**config.mk**
```make
export PLATFORM = sky130hd
export DESIGN_NAME = smpc_top
export DESIGN_NICKNAME = d
export VERILOG_FILES = /design/src/hdl/smpc_pkg.sv /design/src/hdl/smpc_host_if.sv /design/src/hdl/smpc_oreg_ram.sv /design/src/hdl/smpc_host_regs.sv /design/src/hdl/smpc_cmd_seq.sv /design/src/hdl/smpc_top.sv
export SDC_FILE = /design/constraint.sdc
export NUM_CORES = 1
export LEC_CHECK = 0
export BUFFER_PORTS_ARGS = -buffer_cell sky130_fd_sc_hd__buf_2
export CORE_MARGIN = 3
export CORE_UTILIZATION = 60
export CTS_CLUSTER_DIAMETER = 150
export CTS_CLUSTER_SIZE = 16
export DETAILED_ROUTE_END_ITERATION = 10
export GPL_ROUTABILITY_DRIVEN = 0
export PLACE_DENSITY = 0.89
export SLEW_MARGIN = 20
export SYNTH_ARGS = -nofsm -noshare
export SYNTH_HDL_FRONTEND = slang
export SYNTH_SLANG_ARGS = --single-unit
```
**constraint.sdc**
```tcl
create_clock -name CLK -period 6.1 [get_ports CLK]
set_input_delay 1.22 -clock CLK [delete_from_list [all_inputs] [get_ports CLK]]
set_output_delay 1.22 -clock CLK [all_outputs]
set_load 0.01 [all_outputs]
```
**src/hdl/smpc_pkg.sv**
```systemverilog
package smpc_pkg;

	typedef logic [7:0]  byte_t;
	typedef logic [4:0]  oreg_addr_t;
	typedef logic [19:0] wait_cnt_t;

	typedef enum logic [2:0] {
		IDLE,
		WAIT,
		COMMAND,
		EXEC,
		END
	} cmd_state_t;

	localparam int IREG_NUM = 7;
	localparam int SMEM_NUM = 4;

	localparam oreg_addr_t OREG_LAST = 5'd31; // Command echo slot

	// Command codes
	localparam byte_t CMD_MSHON   = 8'h00;
	localparam byte_t CMD_SSHON   = 8'h02;
	localparam byte_t CMD_SSHOFF  = 8'h03;
	localparam byte_t CMD_SNDON   = 8'h06;
	localparam byte_t CMD_SNDOFF  = 8'h07;
	localparam byte_t CMD_CDON    = 8'h08;
	localparam byte_t CMD_CDOFF   = 8'h09;
	localparam byte_t CMD_INTBACK = 8'h10;
	localparam byte_t CMD_SETSMEM = 8'h17;
	localparam byte_t CMD_NMIREQ  = 8'h18;
	localparam byte_t CMD_RESENAB = 8'h19;
	localparam byte_t CMD_RESDISA = 8'h1A;

	// Wait counts in CE cycles
	localparam wait_cnt_t WAIT_ACCEPT  = 20'd90;
	localparam wait_cnt_t WAIT_LINE    = 20'd120;
	localparam wait_cnt_t WAIT_CD      = 20'd159;
	localparam wait_cnt_t WAIT_MEM     = 20'd159;
	localparam wait_cnt_t WAIT_NMI     = 20'd127;
	localparam wait_cnt_t WAIT_INTBACK = 20'd800;

	// Odd byte addresses on the host bus
	localparam logic [6:0] ADDR_IREG0  = 7'h01;
	localparam logic [6:0] ADDR_COMREG = 7'h1F;
	localparam logic [6:0] ADDR_OREG0  = 7'h21;
	localparam logic [6:0] ADDR_SR     = 7'h61;
	localparam logic [6:0] ADDR_SF     = 7'h63;

	localparam byte_t INTBACK_KEY     = 8'hF0;
	localparam byte_t SR_INTBACK_DONE = 8'h4F;

endpackage

```
**src/hdl/smpc_host_if.sv**
```systemverilog
`timescale 1ns/10ps

interface smpc_host_if import smpc_pkg::*; ();

	byte_t comreg;
	logic  cmd_pend;                // High until the sequencer takes it
	byte_t ireg [IREG_NUM];
	logic  cmd_take;
	logic  sf_clear;
	byte_t sr;

	modport regs (
		output comreg,
		output cmd_pend,
		output ireg,
		input  cmd_take,
		input  sf_clear,
		input  sr
	);

	modport seq (
		input  comreg,
		input  cmd_pend,
		input  ireg,
		output cmd_take,
		output sf_clear,
		output sr
	);

endinterface

```
**src/hdl/smpc_oreg_ram.sv**
```systemverilog
`timescale 1ns/10ps

module smpc_oreg_ram import smpc_pkg::*; (
	input  logic       CLK,
	input  oreg_addr_t wa,
	input  byte_t      wd,
	input  logic       we,
	input  oreg_addr_t ra,
	output byte_t      rd
);

	byte_t mem [0:OREG_LAST];

	always_ff @(posedge CLK) begin
		if (we) begin
			mem[wa] <= wd;
		end
	end

	assign rd = mem[ra]; // Asynchronous read for the host mux

endmodule

```
**src/hdl/smpc_host_regs.sv**
```systemverilog
`timescale 1ns/10ps

module smpc_host_regs import smpc_pkg::*; (
	input  logic       CLK,
	input  logic       RST_N,
	input  logic       mres_n,
	input  logic [5:0] a,
	input  byte_t      di,
	input  logic       cs_n,
	input  logic       rw_n,
	input  byte_t      oreg_rd,
	output byte_t      dout,
	output oreg_addr_t oreg_ra,
	smpc_host_if.regs  host
);

	logic       rw_n_old;
	logic       cs_n_old;
	logic       wr_stb;
	logic       rd_stb;
	logic       sf;
	logic [6:0] addr;
	logic [6:0] ireg_off;
	logic [6:0] oreg_off;
	logic       oreg_hit;
	byte_t      rd_data;

	assign addr     = {a, 1'b1};
	assign ireg_off = addr - ADDR_IREG0;
	assign oreg_off = addr - ADDR_OREG0;
	assign oreg_ra  = oreg_off[5:1];
	assign oreg_hit = (addr >= ADDR_OREG0) && (oreg_off[6:1] <= {1'b0, OREG_LAST});

	// Strobes fire on the first sampled edge of the bus cycle
	assign wr_stb = mres_n && !cs_n && !rw_n && rw_n_old;
	assign rd_stb = mres_n && !cs_n && cs_n_old && rw_n;

	always_comb begin
		if (oreg_hit) begin
			rd_data = oreg_rd;
		end else if (addr == ADDR_SR) begin
			rd_data = host.sr;
		end else if (addr == ADDR_SF) begin
			rd_data = {7'b0000000, sf};
		end else begin
			rd_data = '0;
		end
	end

	always_ff @(posedge CLK or negedge RST_N) begin
		if (!RST_N) begin
			rw_n_old <= 1'b1;
			cs_n_old <= 1'b1;
		end else if (mres_n) begin
			rw_n_old <= rw_n;
			cs_n_old <= cs_n;
		end
	end

	always_ff @(posedge CLK or negedge RST_N) begin
		if (!RST_N) begin
			host.comreg   <= '0;
			host.cmd_pend <= 1'b0;
			host.ireg     <= '{default: '0};
			sf            <= 1'b0;
		end else begin
			if (host.cmd_take) host.cmd_pend <= 1'b0;
			if (host.sf_clear) sf <= 1'b0;

			// A new write wins over a clear in the same cycle
			if (wr_stb) begin
				if (addr == ADDR_COMREG) begin
					host.comreg   <= di;
					host.cmd_pend <= 1'b1;
				end else if (addr == ADDR_SF) begin
					if (di[0]) sf <= 1'b1;
				end else if (ireg_off < 7'(2 * IREG_NUM)) begin
					host.ireg[ireg_off[3:1]] <= di;
				end
			end
		end
	end

	always_ff @(posedge CLK or negedge RST_N) begin
		if (!RST_N) begin
			dout <= '0;
		end else if (rd_stb) begin
			dout <= rd_data; // Held until the next read
		end
	end

endmodule

```
**src/hdl/smpc_cmd_seq.sv**
```systemverilog
`timescale 1ns/10ps

module smpc_cmd_seq import smpc_pkg::*; (
	input  logic       CLK,
	input  logic       RST_N,
	input  logic       ce,
	input  logic       mres_n,
	input  logic       time_set,
	input  logic [3:0] ac,
	output logic       mshres_n,
	output logic       mshnmi_n,
	output logic       sshres_n,
	output logic       sshnmi_n,
	output logic       sndres_n,
	output logic       cdres_n,
	output logic       mirq_n,
	output oreg_addr_t oreg_wa,
	output byte_t      oreg_wd,
	output logic       oreg_we,
	smpc_host_if.seq   host
);

	cmd_state_t state;
	cmd_state_t next_st;
	wait_cnt_t  wait_cnt;
	wait_cnt_t  cmd_wait;
	oreg_addr_t oreg_cnt;
	logic       resd;
	logic       ste;
	logic       intback_ok;
	byte_t      smem [SMEM_NUM];
	byte_t      status_byte;

	assign intback_ok = (host.ireg[2] == INTBACK_KEY) && host.ireg[0][0];

	always_comb begin
		case (host.comreg)
			CMD_MSHON, CMD_SSHON, CMD_SSHOFF,
			CMD_SNDON, CMD_SNDOFF:              cmd_wait = WAIT_LINE;
			CMD_CDON, CMD_CDOFF:                cmd_wait = WAIT_CD;
			CMD_INTBACK:                        cmd_wait = WAIT_INTBACK;
			CMD_SETSMEM:                        cmd_wait = WAIT_MEM;
			CMD_NMIREQ, CMD_RESENAB, CMD_RESDISA: cmd_wait = WAIT_NMI;
			default:                            cmd_wait = '0;
		endcase
	end

	// INTBACK status block with the RTC slots at zero
	always_comb begin
		case (oreg_cnt)
			5'd0:  status_byte = {ste, resd, 6'b000000};
			5'd9:  status_byte = {4'b0000, ac};
			5'd10: status_byte = {4'b0011, ~mshnmi_n, 1'b1, 1'b0, ~sndres_n};
			5'd11: status_byte = {1'b0, ~cdres_n, 6'b000000};
			5'd12, 5'd13, 5'd14, 5'd15: status_byte = smem[oreg_cnt[1:0]];
			OREG_LAST: status_byte = host.comreg;
			default: status_byte = '0;
		endcase
	end

	always_ff @(posedge CLK) begin
		if (ce && mres_n && state == EXEC && host.comreg == CMD_SETSMEM) begin
			for (int i = 0; i < SMEM_NUM; i++) smem[i] <= host.ireg[i];
		end
	end

	always_ff @(posedge CLK or negedge RST_N) begin
		if (!RST_N) begin
			state         <= IDLE;
			next_st       <= IDLE;
			wait_cnt      <= '0;
			oreg_cnt      <= '0;
			mshres_n      <= 1'b0;
			mshnmi_n      <= 1'b0;
			sshres_n      <= 1'b0;
			sshnmi_n      <= 1'b0;
			sndres_n      <= 1'b0;
			cdres_n       <= 1'b0;
			mirq_n        <= 1'b1;
			resd          <= 1'b1;
			ste           <= 1'b0;
			host.sr       <= '0;
			host.cmd_take <= 1'b0;
			host.sf_clear <= 1'b0;
			oreg_wa       <= '0;
			oreg_wd       <= '0;
			oreg_we       <= 1'b0;
		end else if (!mres_n) begin // Soft master reset
			mshres_n      <= 1'b1;
			mshnmi_n      <= 1'b1;
			sshres_n      <= 1'b0;
			sshnmi_n      <= 1'b1;
			sndres_n      <= 1'b0;
			cdres_n       <= 1'b1;
			mirq_n        <= 1'b1;
			resd          <= 1'b1;
			ste           <= time_set;
			host.sr       <= '0;
			host.cmd_take <= 1'b0;
			host.sf_clear <= 1'b0;
			oreg_we       <= 1'b0;
			state         <= IDLE;
		end else begin
			oreg_we       <= 1'b0;
			host.cmd_take <= 1'b0;
			host.sf_clear <= 1'b0;

			if (ce) begin
				if (wait_cnt != '0) wait_cnt <= wait_cnt - 20'd1;

				case (state)
					IDLE: begin
						mirq_n <= 1'b1;
						if (host.cmd_pend) begin
							host.cmd_take <= 1'b1;
							oreg_cnt      <= '0;
							wait_cnt      <= WAIT_ACCEPT;
							next_st       <= COMMAND;
							state         <= WAIT;
						end
					end

					WAIT: begin
						if (wait_cnt == '0) state <= next_st;
					end

					COMMAND: begin
						if (host.comreg == CMD_INTBACK && !intback_ok) begin
							state <= END; // Bad key skips the OREG update
						end else if (cmd_wait != '0) begin
							wait_cnt <= cmd_wait;
							next_st  <= EXEC;
							state    <= WAIT;
						end else begin
							state <= EXEC;
						end
					end

					EXEC: begin
						oreg_wa <= OREG_LAST;
						oreg_wd <= host.comreg;
						oreg_we <= 1'b1;
						state   <= END;
						case (host.comreg)
							CMD_MSHON: begin
								mshres_n <= 1'b1;
								mshnmi_n <= 1'b1;
							end
							CMD_SSHON: begin
								sshres_n <= 1'b1;
								sshnmi_n <= 1'b1;
							end
							CMD_SSHOFF: begin
								sshres_n <= 1'b0;
								sshnmi_n <= 1'b1;
							end
							CMD_SNDON:   sndres_n <= 1'b1;
							CMD_SNDOFF:  sndres_n <= 1'b0;
							CMD_CDON:    cdres_n <= 1'b1;
							CMD_CDOFF:   cdres_n <= 1'b0;
							CMD_NMIREQ:  mshnmi_n <= 1'b0;
							CMD_RESENAB: resd <= 1'b0;
							CMD_RESDISA: resd <= 1'b1;
							CMD_INTBACK: begin
								oreg_wa  <= oreg_cnt;
								oreg_wd  <= status_byte;
								oreg_cnt <= oreg_cnt + 5'd1;
								if (oreg_cnt == OREG_LAST) begin
									host.sr <= SR_INTBACK_DONE;
									mirq_n  <= 1'b0;
								end else begin
									state <= EXEC; // One slot per cycle
								end
							end
							default: ;
						endcase
					end

					END: begin
						if (host.comreg == CMD_NMIREQ) mshnmi_n <= 1'b1;
						host.sf_clear <= 1'b1;
						state         <= IDLE;
					end

					default: state <= IDLE;
				endcase
			end
		end
	end

endmodule

```
**src/hdl/smpc_top.sv**
```systemverilog
`timescale 1ns/10ps

module smpc_top import smpc_pkg::*; (
	input  logic       CLK,
	input  logic       RST_N,
	input  logic       ce,
	input  logic       mres_n,
	input  logic       time_set,
	input  logic [3:0] ac,
	input  logic [5:0] a,
	input  byte_t      di,
	input  logic       cs_n,
	input  logic       rw_n,
	output byte_t      dout,
	output logic       mshres_n,
	output logic       mshnmi_n,
	output logic       sshres_n,
	output logic       sshnmi_n,
	output logic       sndres_n,
	output logic       cdres_n,
	output logic       mirq_n
);

	oreg_addr_t oreg_wa;
	oreg_addr_t oreg_ra;
	byte_t      oreg_wd;
	byte_t      oreg_rd;
	logic       oreg_we;

	smpc_host_if host_bus ();

	smpc_host_regs u_regs (
		.CLK     (CLK),
		.RST_N   (RST_N),
		.mres_n  (mres_n),
		.a       (a),
		.di      (di),
		.cs_n    (cs_n),
		.rw_n    (rw_n),
		.oreg_rd (oreg_rd),
		.dout    (dout),
		.oreg_ra (oreg_ra),
		.host    (host_bus.regs)
	);

	smpc_cmd_seq u_seq (
		.CLK      (CLK),
		.RST_N    (RST_N),
		.ce       (ce),
		.mres_n   (mres_n),
		.time_set (time_set),
		.ac       (ac),
		.mshres_n (mshres_n),
		.mshnmi_n (mshnmi_n),
		.sshres_n (sshres_n),
		.sshnmi_n (sshnmi_n),
		.sndres_n (sndres_n),
		.cdres_n  (cdres_n),
		.mirq_n   (mirq_n),
		.oreg_wa  (oreg_wa),
		.oreg_wd  (oreg_wd),
		.oreg_we  (oreg_we),
		.host     (host_bus.seq)
	);

	smpc_oreg_ram u_oreg (
		.CLK (CLK),
		.wa  (oreg_wa),
		.wd  (oreg_wd),
		.we  (oreg_we),
		.ra  (oreg_ra),
		.rd  (oreg_rd)
	);

endmodule

```
==> impl_metrics.yaml, run 1 <==
clock_network:
  cts_sinks: 396
  cts_setup_buffers: 0
  root_buffer: "clkbuf_16"
  h-tree-depth: 1
  clock_latency_ns: 0.55
  clkSlewWorstSetupHoldPaths_ns: 0.07
  tritoncts: "yes"
  ctsResizeCount: 0
  holdBufCountCts: 0
  cts_made_buffers: 28
  cts_buffer_depth: 3
worst_setup_path:
  worstSetupPathType: "primary input to register"
  rr_worst_depth: 7
  crit_chain: "buf_4 > buf_4 > and2_1 > nand3b_1 > mux2_2"
  reg2reg_setup_slack_ns: 3.09
  slowest_delay_ns: 0.60
  crit_slowest_cell: "buf_4"
  critPathLaunchType: "primary input"
  path_max_fanout: 46
  cp_common_cell: "buf_4"
  required_ns: 6.54
  rr_startpoint: "u_seq.oreg_cnt[0]"
  r2r_end: "u_seq.oreg_wd[4]"
  worst_setup_path_end_kind: "register"
  cp.arrival_ns: 3.72
pwr:
  p_per_area_nw_per_um2: 284
  peakVddDrop_v: 0.000247
  power.leakage_nw: 5.79
  finalPower_mw: 5.12
placement:
  placedInstanceArea_um2: 17200
  io_buffer_count: 39
  dpl.hpwl_um: 23300
  dp_cells: 1498
yosys:
  yosys_warnings: 0
  synth_edf_count: 288
  yosys.area.top_type_share_pct: 51.8
  syn-num-nets: 1170
  netlist_area_um2: 16700
  yosysTopAreaCell: "edfxtp_1"
  ys_seq_area_share_pct: 68.0
  synth-seq-cells: 396
  synthCells: 1135
  synth_cell_type_count: 78
  synth_area_per_cell_um2: 14.7
  ys.flop_type: "edfxtp_1"
  ys_async_sr_fraction_pct: 27.3
  synth_top_cells_by_area: "edfxtp_1, dfrtp_1, mux4_2"
timing:
  max_slew.worst_pin.slew_ns: 1.17
  max-slew-margin-rel_pct: 22.2
  final.setup.tns_ns: 0
  rsz0062_at_grt: "no"
  setup_viol: 0
  period_share_pct: 53.8
  hold_viol: 0
  maxSlewViolCount: 0
  final.setup_skew_ns: 0.0103
  fin_hold_ws_ns: 0.442
  period_needed_ns: 3.28
  max_clock_freq_mhz: 304
outcome:
  outcome: "finished clean"
route:
  drt-total-wl_um: 37700
  antenna_left: 0
  vias: 10400
  detail_route.wl_per_cell_um: 24.3
  viasPerCell: 6.69
  first_pass_iters: 8
  drc: 0
  drtIter0Drc: 1438
grt:
  grt_overflow: 0
  antenna_found_initial: 1
  met2_usage_pct: 40.3
  grt_max_degree: 67
  grt_use_total_pct: 25.0
  use_met1_pct: 34.6
  grt-busiest-layer: "met2"
  grt_pass1_wl_um: 59100
  first_global_vias: 10400
  use_met3_pct: 4.66
floorplanning:
  die_h_um: 173
  fp.coreArea_um2: 27200
  die_width_um: 173
  rows: 60
  fp.dieArea_um2: 29900
  io_pins: 40
  start_util_pct: 61.5
cells_and_area:
  fin_cells: 1550
  finalNetCount: 1191
  num_antenna_cells: 0
  final_cell_mix: "edfxtp_1, dfrtp_1, nor2_1"
  area_growth_pct: 8.08
  layout_commonest_cell: "edfxtp_1"
  design_area_um2: 18100
  drive_gt1_share_pct: 16.3
flow_run:
  drv_cap: 0
hold_path:
  hold_path_end: "u_regs.host.cmd_pend"
  min_from: "u_seq.host.cmd_take"
  holdPathStages: 1
  hold_path.class: "register to register"
==> synth_stat cells, drive strengths merged, types with 3 or more instances <==
library cell	count
a211o	5
a211oi	4
a21o	3
a21oi	52
a221o	5
a22oi	9
a2bb2oi	6
a31oi	13
a32oi	3
and2	4
and3	7
and3b	3
buf	19
clkbuf	38
dfrtp	104
dfstp	4
edfxtp	288
ha	10
inv	25
mux2	57
mux2i	25
mux4	47
nand2	81
nand2b	4
nand3	32
nand3b	8
nand4	5
nand4b	5
nor2	97
nor2b	9
nor3	18
nor3b	4
nor4	13
o2111ai	6
o211ai	19
o21ai	31
o221ai	3
o22ai	8
o31ai	5
or3	16
xnor2	5
xor2	4
==> flip-flops by register name, indices dropped and copies added, names as in the netlist, 2 cells and up <==
name and flops:
u_oreg.mem 256, u_regs.dout 8, u_regs.host.comreg 8, u_regs.host.ireg 32
u_seq.next_st 2, u_seq.oreg_cnt 5, u_seq.oreg_wa 5, u_seq.oreg_wd 8
u_seq.smem 32, u_seq.state 3, u_seq.wait_cnt 20
==> report_power, final <==
part,switching [mW],internal [mW]
logic,0.220,0.139
registers,0.0686,2.91
clock network,0.870,0.917
total,1.16,3.96
==> worst max-delay path by stage <==
stage,startpoint,end,slack (ns),cells after the start
floorplan,ce,u_seq.smem[0][0],0.68,5
global placement,a[0],u_regs.host.ireg[43],2.26,5
detailed placement,a[0],u_regs.host.ireg[43],2.23,5
CTS,a[0],u_regs.host.ireg[41],2.80,5
global route,a[0],u_regs.host.ireg[41],2.61,5
finish,a[0],u_regs.host.ireg[41],2.82,5
==> critical path: cells and delay by family <==
| kind | cells | cell delay (ns) |
|---|---|---|
| buffers and inverters | 2 | 1.06 |
| and+or+nand+nor | 2 | 0.99 |
| muxes | 1 | 0.42 |
==> area by class of cell <==
type                            instances  area, um^2
Tap cell                              372         465
Fill cell                            1818        9110
Inverter                               26        97.6
Timing Repair Buffer                   48         268
Sequential cell                       396       11400
Multi-Input combinational cell        656        5030
Clock buffer                           52         833
==> per-layer routing <==
layer | routed length, um | up-vias
li1 | - | 4420
met1 | 14500 | 5189
met2 | 18200 | 635
met3 | 3440 | 130
met4 | 1580 | 2
met5 | 13 | -
==> stage by stage <==
step                setup WS, ns  utilization, %
floorplan                  0.677               -
global placement            2.26            63.4
detailed placement          2.23            63.4
CTS                         2.80            66.4
global route                2.61            66.5
finish                      2.82            66.5
==> kinds of logic after synthesis <==
kind of cell	count (synthesis)	share of synthesized area [%]
adders and majority gates	10	0.749
xor gates and xnor gates	9	0.472
AOI/OAI and AO/OA	194	7.88
buffers and inverters	83	1.97
muxes	129	11.7
DFF	396	68.0
and+or+nand+nor	314	9.30
Power figures use the tool's default switching activity.
==> run 2, diff against run 1 <==
CORE_UTILIZATION = 56   (was 60)
PLACE_DENSITY = 0.87   (was 0.89)
clock period = 2.9 ns   (was 6.1 ns; I/O delays follow)
==> run 2 against run 1 <==
Net effect: count of clock-buffer cells in the layout stayed put; critical path type is now register to register; via count hardly changed; wire length is 0.43% higher; non-clock buffer count is 35 higher.
==> impl_metrics.yaml, run 2 (synthesized netlist as in run 1, its figures left out) <==
grt:
  use_met3_pct: 3.73
  grt-busiest-layer: "met2"
  grt_max_degree: 93
  use_met1_pct: 33.6
  antenna_found_initial: 0
  met2_usage_pct: 40.2
  first_global_vias: 10600
  grt_overflow: 0
  grt_pass1_wl_um: 59500
  grt_use_total_pct: 24.3
pwr:
  power.leakage_nw: 5.99
  finalPower_mw: 10.8
  p_per_area_nw_per_um2: 586
  peakVddDrop_v: 0.000450
worst_setup_path:
  cp.arrival_ns: 3.02
  rr_startpoint: "u_seq.oreg_cnt[0]"
  path_max_fanout: 8
  reg2reg_setup_slack_ns: 0.31
  worst_setup_path_end_kind: "register"
  crit_buf_inv: 1
  slowest_delay_ns: 0.58
  worstSetupPathType: "register to register"
  rr_worst_depth: 7
  r2r_end: "u_seq.oreg_wd[3]"
  crit_slowest_cell: "a41oi_1"
  required_ns: 3.33
  crit_chain: "inv_1 > ha_1 > or3_1 > a41oi_1 > o221ai_1 > a21oi_1 > o21ai_0"
  critPathTopFamily: "compound AO/OA/AOI/OAI gates"
  critPathLaunchType: "register"
clock_network:
  clock_latency_ns: 0.55
  tritoncts: "yes"
  cts_sinks: 396
  clkSlewWorstSetupHoldPaths_ns: 0.07
  h-tree-depth: 1
  cts_buffer_depth: 3
  cts_made_buffers: 28
  root_buffer: "clkbuf_16"
  ctsResizeCount: 0
timing:
  hold_viol: 0
  maxSlewViolCount: 0
  period_share_pct: 89.4
  rsz0062_at_grt: "no"
  setup_viol: 0
  max_clock_freq_mhz: 386
  period_needed_ns: 2.59
  max-slew-margin-rel_pct: 28.0
  final.setup.tns_ns: 0
  final.setup_skew_ns: 0.0121
  max_slew.worst_pin.slew_ns: 1.08
floorplanning:
  rows: 62
  fp.dieArea_um2: 31900
  io_pins: 40
  die_h_um: 179
  die_width_um: 179
  fp.coreArea_um2: 29100
  start_util_pct: 57.4
flow_run:
  drv_cap: 0
cells_and_area:
  regArea_um2: 11400
  largest_register_ffs: 256
  multi_input_area_um2: 5040
  drive_gt1_share_pct: 18.2
  top_register: "u_oreg.mem"
  fillers: 2013
  finalNetCount: 1226
  area_growth_pct: 9.92
  layout_commonest_cell: "edfxtp_1"
  num_antenna_cells: 0
  largestRegisters: "u_oreg.mem (256), u_regs.host.ireg (32), u_seq.smem (32)"
  final_cell_mix: "edfxtp_1, dfrtp_1, nor2_1"
route:
  viasPerCell: 6.50
  vias: 10400
  drtIter0Drc: 1321
  drt-total-wl_um: 37900
  drc: 0
  first_pass_iters: 5
  detail_route.wl_per_cell_um: 23.7
  antenna_left: 0
hold_path:
  hold_path.class: "primary input to register"
  min_from: "time_set"
  hold_path_end: "u_seq.ste"
  holdPathStages: 2
outcome:
  outcome: "finished clean"
placement:
  io_buffer_count: 39
  dpl.hpwl_um: 24600
==> run 2: changes by cell type in the layout (fill, tap and decap cells not counted) <==
cell	change
dfrtp_2	-5
nor4_2	-1
dfrtp_1	+5
dlygate4sd3_1	+1
nor4_4	+1
buf_4	+32
buf_12	+2
==> run 2: worst reg2reg max path, cell delays in order, from the launching register on <==
cell and delay (ns):
dfrtp_1 0.53, inv_1 0.15, ha_1 0.25, or3_1 0.37, a41oi_1 0.58, o221ai_1 0.21, a21oi_1 0.27, o21ai_0 0.11
==> run 2: power by group <==
group | switching [mW] | total [mW] | internal, mW | leakage [nW]
Combinational | 0.468 | 0.790 | 0.323 | 2.09
Clock | 1.80 | 3.72 | 1.93 | 0.396
Sequential | 0.126 | 6.24 | 6.12 | 3.50
Total | 2.39 | 10.8 | 8.37 | 5.99
==> run 2: worst max-delay path by stage <==
stage,from,to,slack [ns],cells after the start
6_report,u_seq.oreg_cnt[0],u_seq.oreg_wd[3],0.31,7
5_1_grt,u_seq.oreg_cnt[0],u_seq.oreg_wd[3],0.17,7
4_1_cts,u_seq.oreg_cnt[0],u_seq.oreg_wd[3],0.35,7
3_5_place_dp,a[0],u_regs.dout[5],0.29,7
3_3_place_gp,a[0],u_regs.dout[5],0.31,7
2_1_floorplan,ce,u_seq.smem[0][0],0.18,5
==> run 2: per-layer routing <==
layer | wire length, um | vias up
met5 | 0 | -
met4 | 1240 | 0
met3 | 3550 | 97
met2 | 18500 | 611
met1 | 14600 | 5179
li1 | - | 4494
==> run 2: area by class of cell <==
| cell class | instances | share of cell area, % |
|---|---|---|
| Clock buffer | 52 | 4.54 |
| Inverter | 26 | 0.531 |
| Multi-Input combinational cell | 656 | 27.4 |
| Sequential cell | 396 | 61.8 |
| Tap cell | 384 | 2.62 |
| Timing Repair Buffer | 83 | 3.04 |
==> run 2: timing repair <==
action | in CTS | in global routing
setup buffers | 0 | 0
hold buffers | 1 | 0
setup endpoints to repair | 0 | 0
endpoints found under the hold margin | 16 | 0
==> run 2: through the flow <==
step | hold WS, ns | area (um^2) | cells | worst slack (ns) | util, %
2_1_floorplan | 0.284 | 16700 | 1135 | 0.185 | -
6_report | 0.261 | 18400 | 1597 | 0.308 | 63.1
4_1_cts | 0.252 | 18400 | 1597 | 0.348 | 63.1
3_3_place_gp | 0.405 | 17500 | 1544 | 0.311 | 60.2
5_1_grt | 0.263 | 18400 | 1597 | 0.166 | 63.1
3_5_place_dp | 0.416 | 17500 | 1544 | 0.289 | 60.2
